`config.mk`:
```
export PLATFORM = sky130hd
export DESIGN_NAME = graph_setup_subsystem
export DESIGN_NICKNAME = d
export VERILOG_FILES = /design/src/design/graph_setup_pkg.sv /design/src/design/graph_setup_subsystem.sv /design/src/design/kernel_setup.sv /design/src/design/request_fifo.sv /design/src/design/serial_read_engine.sv /design/src/design/setup_config_regs.sv
export VERILOG_INCLUDE_DIRS = /design/src /design/src/design
export SDC_FILE = /design/constraint.sdc
export NUM_CORES = 1
export LEC_CHECK = 0
export ABC_AREA = 1
export BUFFER_PORTS_ARGS = -buffer_cell sky130_fd_sc_hd__buf_2
export CAP_MARGIN = 20
export CORE_MARGIN = 1.5
export CORE_UTILIZATION = 50
export CTS_CLUSTER_DIAMETER = 150
export DETAILED_ROUTE_END_ITERATION = 12
export GPL_ROUTABILITY_DRIVEN = 0
export PLACE_DENSITY_LB_ADDON = 0.1
export SLEW_MARGIN = 30
export SYNTH_ARGS = -nofsm -noshare
export SYNTH_HDL_FRONTEND = slang
export SYNTH_SLANG_ARGS = --single-unit
```
`constraint.sdc`:
```
create_clock -name ap_clk -period 6.2 [get_ports ap_clk]
set_input_delay 0.62 -clock ap_clk [delete_from_list [all_inputs] [get_ports ap_clk]]
set_output_delay 0.62 -clock ap_clk [all_outputs]
set_load 0.02 [all_outputs]
```
`src/design/graph_setup_defines.svh`:
```
// ------------------------------
// Graph setup constants
// ------------------------------

`ifndef GRAPH_SETUP_DEFINES_SVH
`define GRAPH_SETUP_DEFINES_SVH

// Datapath widths
`define GS_ADDR_WIDTH 32
`define GS_COUNT_WIDTH 16
`define GS_LINE_BYTES 64
`define GS_FIFO_DEPTH 8

// Host register map
`define GS_REG_ADDR_WIDTH 2
`define GS_REG_BASE 0
`define GS_REG_SIZE 1
`define GS_REG_CTRL 2

`endif

```
`src/design/graph_setup_pkg.sv`:
```
// ------------------------------
// Graph setup types
// ------------------------------

`default_nettype none

`include "graph_setup_defines.svh"

package graph_setup_pkg;

    // Byte address of a cache line
    typedef logic [`GS_ADDR_WIDTH-1:0] line_addr_t;

    // Number of cache lines in a job
    typedef logic [`GS_COUNT_WIDTH-1:0] line_count_t;

    // Host register index
    typedef logic [`GS_REG_ADDR_WIDTH-1:0] reg_addr_t;

    typedef enum logic [2:0] {
        SETUP_RESET,
        SETUP_IDLE,
        SETUP_REQ_START,
        SETUP_REQ_BUSY,
        SETUP_REQ_DONE
    } setup_state_t;

endpackage : graph_setup_pkg

`default_nettype wire

```
`src/design/graph_setup_subsystem.sv`:
```
// ------------------------------
// Graph setup subsystem
// ------------------------------

`default_nettype none

`include "graph_setup_defines.svh"

module graph_setup_subsystem (
    input  logic                            ap_clk,
    input  logic                            setup_areset,
    input  logic                            cfg_wr_en,
    input  graph_setup_pkg::reg_addr_t      cfg_addr,
    input  logic [31:0]                     cfg_wr_data,
    output logic [31:0]                     cfg_rd_data,
    input  logic                            mem_req_pop,
    output logic                            mem_req_valid,
    output graph_setup_pkg::line_addr_t     mem_req_addr,
    output logic                            mem_req_empty,
    input  logic                            mem_resp_valid,
    output logic                            setup_busy,
    output logic                            setup_done
);

    logic                         desc_valid;
    graph_setup_pkg::line_addr_t  desc_base;
    graph_setup_pkg::line_count_t desc_size;
    logic                         engine_start;
    graph_setup_pkg::line_addr_t  cfg_base;
    graph_setup_pkg::line_count_t cfg_size;
    logic                         engine_ready;
    logic                         engine_done;
    logic                         req_push;
    graph_setup_pkg::line_addr_t  req_push_data;
    logic                         req_full;

    setup_config_regs setup_config_regs_inst (
        .ap_clk       (ap_clk),
        .setup_areset (setup_areset),
        .cfg_wr_en    (cfg_wr_en),
        .cfg_addr     (cfg_addr),
        .cfg_wr_data  (cfg_wr_data),
        .cfg_rd_data  (cfg_rd_data),
        .setup_busy   (setup_busy),
        .setup_done   (setup_done),
        .desc_valid   (desc_valid),
        .desc_base    (desc_base),
        .desc_size    (desc_size)
    );

    kernel_setup kernel_setup_inst (
        .ap_clk         (ap_clk),
        .setup_areset   (setup_areset),
        .desc_valid     (desc_valid),
        .desc_base      (desc_base),
        .desc_size      (desc_size),
        .mem_resp_valid (mem_resp_valid),
        .engine_ready   (engine_ready),
        .engine_done    (engine_done),
        .engine_start   (engine_start),
        .cfg_base       (cfg_base),
        .cfg_size       (cfg_size),
        .setup_busy     (setup_busy),
        .setup_done     (setup_done)
    );

    serial_read_engine serial_read_engine_inst (
        .ap_clk       (ap_clk),
        .setup_areset (setup_areset),
        .engine_start (engine_start),
        .cfg_base     (cfg_base),
        .cfg_size     (cfg_size),
        .full         (req_full),
        .push         (req_push),
        .push_data    (req_push_data),
        .engine_ready (engine_ready),
        .engine_done  (engine_done)
    );

    // Memory side pops requests from here
    request_fifo #(
        .WIDTH (`GS_ADDR_WIDTH),
        .DEPTH (`GS_FIFO_DEPTH)
    ) request_fifo_inst (
        .ap_clk       (ap_clk),
        .setup_areset (setup_areset),
        .push         (req_push),
        .push_data    (req_push_data),
        .pop          (mem_req_pop),
        .pop_data     (mem_req_addr),
        .pop_valid    (mem_req_valid),
        .full         (req_full),
        .empty        (mem_req_empty)
    );

endmodule : graph_setup_subsystem

`default_nettype wire

```
`src/design/kernel_setup.sv`:
```
// ------------------------------
// Setup controller
// ------------------------------

`default_nettype none

module kernel_setup (
    input  logic                            ap_clk,
    input  logic                            setup_areset,
    input  logic                            desc_valid,
    input  graph_setup_pkg::line_addr_t     desc_base,
    input  graph_setup_pkg::line_count_t    desc_size,
    input  logic                            mem_resp_valid,
    input  logic                            engine_ready,
    input  logic                            engine_done,
    output logic                            engine_start,
    output graph_setup_pkg::line_addr_t     cfg_base,
    output graph_setup_pkg::line_count_t    cfg_size,
    output logic                            setup_busy,
    output logic                            setup_done
);

    graph_setup_pkg::setup_state_t current_state;
    graph_setup_pkg::setup_state_t next_state;
    graph_setup_pkg::line_count_t  resp_count;
    logic                          job_complete;

    // engine_done is stale while the start pulse is still in flight
    assign job_complete = engine_done && !engine_start && (resp_count == cfg_size);

    // ------------------------------
    // State machine
    // ------------------------------
    always_ff @(posedge ap_clk) begin
        if (setup_areset) begin
            current_state <= graph_setup_pkg::SETUP_RESET;
        end else begin
            current_state <= next_state;
        end
    end

    always_comb begin
        next_state = current_state;
        case (current_state)
            graph_setup_pkg::SETUP_RESET: begin
                next_state = graph_setup_pkg::SETUP_IDLE;
            end
            graph_setup_pkg::SETUP_IDLE: begin
                if (desc_valid && engine_ready)
                    next_state = graph_setup_pkg::SETUP_REQ_START;
            end
            graph_setup_pkg::SETUP_REQ_START: begin
                next_state = graph_setup_pkg::SETUP_REQ_BUSY;
            end
            graph_setup_pkg::SETUP_REQ_BUSY: begin
                if (job_complete)
                    next_state = graph_setup_pkg::SETUP_REQ_DONE;
            end
            graph_setup_pkg::SETUP_REQ_DONE: begin
                // Hold done until host drops the run bit
                if (!desc_valid)
                    next_state = graph_setup_pkg::SETUP_IDLE;
            end
            default: next_state = graph_setup_pkg::SETUP_RESET;
        endcase
    end

    // Registered status and start pulse
    always_ff @(posedge ap_clk) begin
        if (setup_areset) begin
            engine_start <= 1'b0;
            setup_busy   <= 1'b0;
            setup_done   <= 1'b0;
        end else begin
            engine_start <= (current_state == graph_setup_pkg::SETUP_REQ_START);
            setup_busy   <= (next_state == graph_setup_pkg::SETUP_REQ_START) ||
                            (next_state == graph_setup_pkg::SETUP_REQ_BUSY);
            setup_done   <= (next_state == graph_setup_pkg::SETUP_REQ_DONE);
        end
    end

    // ------------------------------
    // Descriptor latch and responses
    // ------------------------------
    always_ff @(posedge ap_clk) begin
        if (setup_areset) begin
            cfg_base   <= '0;
            cfg_size   <= '0;
            resp_count <= '0;
        end else if (current_state == graph_setup_pkg::SETUP_REQ_START) begin
            cfg_base   <= desc_base;
            cfg_size   <= desc_size;
            resp_count <= '0;
        end else if (current_state == graph_setup_pkg::SETUP_REQ_BUSY && mem_resp_valid) begin
            resp_count <= resp_count + 1'b1;
        end
    end

    // Memory side must not answer more lines than were requested
    a_resp_bounded : assert property (@(posedge ap_clk) disable iff (setup_areset)
        resp_count <= cfg_size);

endmodule : kernel_setup

`default_nettype wire

```
`src/design/request_fifo.sv`:
```
// ------------------------------
// Request FIFO
// ------------------------------

`default_nettype none

module request_fifo #(
    parameter int WIDTH = 32,
    parameter int DEPTH = 8
) (
    input  logic             ap_clk,
    input  logic             setup_areset,
    input  logic             push,
    input  logic [WIDTH-1:0] push_data,
    input  logic             pop,
    output logic [WIDTH-1:0] pop_data,
    output logic             pop_valid,
    output logic             full,
    output logic             empty
);

    localparam int PTR_W = (DEPTH > 1) ? $clog2(DEPTH) : 1;
    localparam int CNT_W = $clog2(DEPTH + 1);

    logic [WIDTH-1:0] mem [DEPTH];
    logic [PTR_W-1:0] wr_ptr;
    logic [PTR_W-1:0] rd_ptr;
    logic [CNT_W-1:0] count;
    logic             do_push;
    logic             do_pop;

    assign full    = (count == CNT_W'(DEPTH));
    assign empty   = (count == '0);
    assign do_push = push && !full;
    assign do_pop  = pop && !empty;

    always_ff @(posedge ap_clk) begin
        if (setup_areset) begin
            wr_ptr    <= '0;
            rd_ptr    <= '0;
            count     <= '0;
            pop_valid <= 1'b0;
        end else begin
            pop_valid <= do_pop;
            if (do_push)
                wr_ptr <= (wr_ptr == PTR_W'(DEPTH - 1)) ? '0 : wr_ptr + 1'b1;
            if (do_pop)
                rd_ptr <= (rd_ptr == PTR_W'(DEPTH - 1)) ? '0 : rd_ptr + 1'b1;
            case ({do_push, do_pop})
                2'b10:   count <= count + 1'b1;
                2'b01:   count <= count - 1'b1;
                default: count <= count;
            endcase
        end
    end

    // Storage and registered read port
    always_ff @(posedge ap_clk) begin
        if (do_push)
            mem[wr_ptr] <= push_data;
        if (do_pop)
            pop_data <= mem[rd_ptr];
    end

    a_no_push_full : assert property (@(posedge ap_clk) disable iff (setup_areset)
        push |-> !full);
    a_no_pop_empty : assert property (@(posedge ap_clk) disable iff (setup_areset)
        pop |-> !empty);

endmodule : request_fifo

`default_nettype wire

```
`src/design/serial_read_engine.sv`:
```
// ------------------------------
// Serial read engine
// ------------------------------

`default_nettype none

`include "graph_setup_defines.svh"

module serial_read_engine (
    input  logic                            ap_clk,
    input  logic                            setup_areset,
    input  logic                            engine_start,
    input  graph_setup_pkg::line_addr_t     cfg_base,
    input  graph_setup_pkg::line_count_t    cfg_size,
    input  logic                            full,
    output logic                            push,
    output graph_setup_pkg::line_addr_t     push_data,
    output logic                            engine_ready,
    output logic                            engine_done
);

    logic                         active;
    graph_setup_pkg::line_addr_t  next_addr;
    graph_setup_pkg::line_count_t remaining;

    // One request per cycle while the FIFO has room
    assign push         = active && !full;
    assign push_data    = next_addr;
    assign engine_ready = !active;

    always_ff @(posedge ap_clk) begin
        if (setup_areset) begin
            active      <= 1'b0;
            engine_done <= 1'b0;
            remaining   <= '0;
        end else if (engine_start) begin
            // Empty job finishes on the start pulse
            active      <= (cfg_size != '0);
            engine_done <= (cfg_size == '0);
            remaining   <= cfg_size;
        end else if (push) begin
            remaining <= remaining - 1'b1;
            if (remaining == graph_setup_pkg::line_count_t'(1)) begin
                active      <= 1'b0;
                engine_done <= 1'b1;
            end
        end
    end

    // Running line address
    always_ff @(posedge ap_clk) begin
        if (engine_start) begin
            next_addr <= cfg_base;
        end else if (push) begin
            next_addr <= next_addr + graph_setup_pkg::line_addr_t'(`GS_LINE_BYTES);
        end
    end

    // Controller never restarts a running engine
    a_push_in_job : assert property (@(posedge ap_clk) disable iff (setup_areset)
        push |-> !engine_start);

endmodule : serial_read_engine

`default_nettype wire

```
`src/design/setup_config_regs.sv`:
```
// ------------------------------
// Host descriptor registers
// ------------------------------

`default_nettype none

`include "graph_setup_defines.svh"

module setup_config_regs (
    input  logic                            ap_clk,
    input  logic                            setup_areset,
    input  logic                            cfg_wr_en,
    input  graph_setup_pkg::reg_addr_t      cfg_addr,
    input  logic [31:0]                     cfg_wr_data,
    output logic [31:0]                     cfg_rd_data,
    input  logic                            setup_busy,
    input  logic                            setup_done,
    output logic                            desc_valid,
    output graph_setup_pkg::line_addr_t     desc_base,
    output graph_setup_pkg::line_count_t    desc_size
);

    // Write decode, run bit lives in bit 0 of the control register
    always_ff @(posedge ap_clk) begin
        if (setup_areset) begin
            desc_base  <= '0;
            desc_size  <= '0;
            desc_valid <= 1'b0;
        end else if (cfg_wr_en) begin
            case (cfg_addr)
                graph_setup_pkg::reg_addr_t'(`GS_REG_BASE): desc_base  <= cfg_wr_data[`GS_ADDR_WIDTH-1:0];
                graph_setup_pkg::reg_addr_t'(`GS_REG_SIZE): desc_size  <= cfg_wr_data[`GS_COUNT_WIDTH-1:0];
                graph_setup_pkg::reg_addr_t'(`GS_REG_CTRL): desc_valid <= cfg_wr_data[0];
                default: ;
            endcase
        end
    end

    // Read-back mixes stored run bit with live status
    always_comb begin
        case (cfg_addr)
            graph_setup_pkg::reg_addr_t'(`GS_REG_BASE): cfg_rd_data = 32'(desc_base);
            graph_setup_pkg::reg_addr_t'(`GS_REG_SIZE): cfg_rd_data = 32'(desc_size);
            graph_setup_pkg::reg_addr_t'(`GS_REG_CTRL):
                cfg_rd_data = {29'd0, setup_done, setup_busy, desc_valid};
            default: cfg_rd_data = 32'd0;
        endcase
    end

endmodule : setup_config_regs

`default_nettype wire

```
==> results.sh <==
export IMPL_p_per_area_nw_per_um2=351
export IMPL_fmax_ghz=0.382
export IMPL_chipHeight_um=199
export IMPL_status="complete, no violations"
export IMPL_clock_latency_ns=0.59
export IMPL_vias=13489
export IMPL_maxCapViolations=0
export IMPL_firstDrtPassIters=5
export IMPL_min_period_over_period=0.422
export IMPL_crit_type="primary input to primary output"
export IMPL_yosys_area_top_type="edfxtp_1"
export IMPL_crit_start="cfg_addr[1]"
export IMPL_die_area_um2=39800
export IMPL_antenna_found_initial=0
export IMPL_yosysMostFrequentCell="nand2_1"
export IMPL_postRouteAntennaNets=0
export IMPL_slew_headroom=0.371
export IMPL_stdcell_count=2527
export IMPL_met3_length_um=2610
export IMPL_arrival_ns=2.00
export IMPL_peakVddDrop_v=0.000274
export IMPL_syn_area_per_cell_um2=10.2
export IMPL_setup_violations=0
export IMPL_multi_input_area_um2=5690
export IMPL_yosys_top_cells_area="edfxtp_1 50%, dfxtp_1 15%, nand2_1 6.5%, nor2_1 5.6%, o21ai_0 4.2%"
export IMPL_wirelength_met1_um=19900
export IMPL_rsz0062_at_grt="false"
export IMPL_cp_start_kind="primary input"
export IMPL_worst_pin_slew_ns=0.941
export IMPL_root_buffer="clkbuf_16"
export IMPL_period_minus_slack_ns=2.62
export IMPL_synth_seq_cells=468
export IMPL_syn_cell_area_um2=19300
export IMPL_cts_path_max_buffers=3
export IMPL_grtUsageTotal=0.227
export IMPL_async_flop_share=0
export IMPL_crit_required_ns=5.58
export IMPL_area_growth_pct=12.7
export IMPL_core_um2=37800
export IMPL_port_buffers=106
export IMPL_ys_types=37
export IMPL_crit_path_end_kind="primary output"
export IMPL_highest_layer="met4"
export IMPL_holdWs_ns=0.329
export IMPL_holdBufCountCts=0
export IMPL_hold_viol_final=0
export IMPL_grt_pass1_vias=12615
export IMPL_synth_edf_count=320
export IMPL_drcViolationCount=0
export IMPL_h_tree_depth=2
export IMPL_drtIter0Drc=1005
export IMPL_fin_setup_tns_ns=0
export IMPL_routed_wl_um=44600
export IMPL_die_w_um=199
export IMPL_io_pins=107
export IMPL_post_route_util=0.575
export IMPL_hpwlAfterDp_um=27500
export IMPL_wl_met2_um=20900
export IMPL_cts_buffers_inserted=49
export IMPL_post_cts_resized=0
export IMPL_cts_tree="done"
export IMPL_post_cts_setup_buffers=0
export IMPL_synth_fp_nets=1946
export IMPL_overflow=0
export IMPL_grt_max_degree=93
export IMPL_slew_violations=0
export IMPL_ys_flop_type="edfxtp_1"
export IMPL_vias_per_cell=5.34
export IMPL_yosys_top_cells_count="334 x nand2_1, 320 x edfxtp_1, 290 x nor2_1, 166 x inv_1, 163 x o21ai_0"
export IMPL_routedWlPerCell_um=17.6
export IMPL_synthDominantCellAreaShare=0.498
export IMPL_placed_cell_area_um2=20200
export IMPL_place_inst=2436
export IMPL_reg2reg_from="kernel_setup_inst.engine_start"
export IMPL_floorplan_initialDensity=0.510
export IMPL_hold_start="cfg_wr_data[21]"
export IMPL_synth_warnings=0
export IMPL_drive_gt1_frac=0.115
export IMPL_hold_path_class="primary input to flop"
export IMPL_fillers=3315
export IMPL_core_rowCount=71
export IMPL_cts_sinks=468
export IMPL_regArea_um2=12600
export IMPL_nets=2027
export IMPL_design_area_um2=21700
export IMPL_power_leakage_nw=7.90
export IMPL_grt_pass1_wl_um=69300
export IMPL_diodes=0
export IMPL_skew_ns=0.0221
export IMPL_synthCells=1895
export IMPL_path_max_fanout=32
export IMPL_ys_seq_area_frac=0.651
export IMPL_path_clk_slew_ns=0.06
[report_power, final]
group / switching [mW] / internal, mW
registers: 0.0905 / 3.51
logic: 0.882 / 0.384
clock network: 1.17 / 1.59
[per-stage QoR]
| step | setup WS [ns] | power, mW |
|---|---|---|
| 3_3_place_gp | 3.31 | 4.92 |
| 6_report | 3.58 | 7.62 |
| 2_1_floorplan | 3.51 | 4.58 |
| 3_5_place_dp | 3.26 | 4.95 |
| 4_1_cts | 3.54 | 7.69 |
| 5_1_grt | 3.45 | 7.98 |
[path summary, 6_finish.rpt]
kind	end	slack, ns	cells after the start
min	setup_config_regs_inst.desc_base[21]	0.33	3
max reg2reg	serial_read_engine_inst.remaining[14]	3.67	9
max	cfg_rd_data[2]	3.58	5
min reg2reg	kernel_setup_inst.cfg_base[4]	0.46	2
[placed cells by master (no fill, tap or decap), types with 50 or more instances in the layout]
master	n
buf_2	106
nand2_1	333
nand3_1	50
a21oi_1	88
dfxtp_1	146
o22ai_1	50
edfxtp_1	320
clkbuf_16	51
o21ai_0	163
o32ai_1	64
inv_1	165
nor2_1	282
[layer usage]
metal	vias to the layer above	track usage
met1	6329	0.308
met2	409	0.373
met3	66	0.0385
li1	6685	-
met5	-	0
met4	0	0.0763
[critical path, stage by stage]
cell	delay, ns
buf_2	0.13
nor2_1	0.23
inv_1	0.44
o221ai_1	0.36
buf_2	0.21
[sequential cells by signal (all words and copies together), names as in the netlist]
name and cells:
request_fifo_inst.count 4, request_fifo_inst.wr_ptr 3, serial_read_engine_inst.engine_done 1, kernel_setup_inst.setup_busy 1
request_fifo_inst.mem 256, request_fifo_inst.rd_ptr 3, serial_read_engine_inst.push_data 32, kernel_setup_inst.cfg_size 16
kernel_setup_inst.current_state 3, setup_config_regs_inst.desc_size 16, kernel_setup_inst.cfg_base 32, kernel_setup_inst.resp_count 16
request_fifo_inst.pop_valid 1, serial_read_engine_inst.active 1, kernel_setup_inst.setup_done 1, kernel_setup_inst.engine_start 1
setup_config_regs_inst.desc_base 32, request_fifo_inst.pop_data 32, setup_config_regs_inst.desc_valid 1, serial_read_engine_inst.remaining 16
[area by class of cell]
| type | instances | area share |
|---|---|---|
| clock buffers | 66 | 0.0613 |
| clock inverters | 25 | 0.00782 |
| inverters | 176 | 0.0304 |
| multi-input cells | 1157 | 0.262 |
| flip-flops and latches | 468 | 0.578 |
| well taps | 511 | 0.0294 |
| repair buffers | 124 | 0.0308 |
[cell families after synthesis]
| group | Yosys count | share of synthesized area |
|---|---|---|
| AND/OR/NAND/NOR | 739 | 0.157 |
| flip-flops | 468 | 0.651 |
| buffers and inverters | 270 | 0.0572 |
| XOR/XNOR | 18 | 0.00817 |
| AO/OA/AOI/OAI | 388 | 0.118 |
| adder cells (fa/ha/maj) | 12 | 0.00817 |
Power figures use the tool's default switching activity.
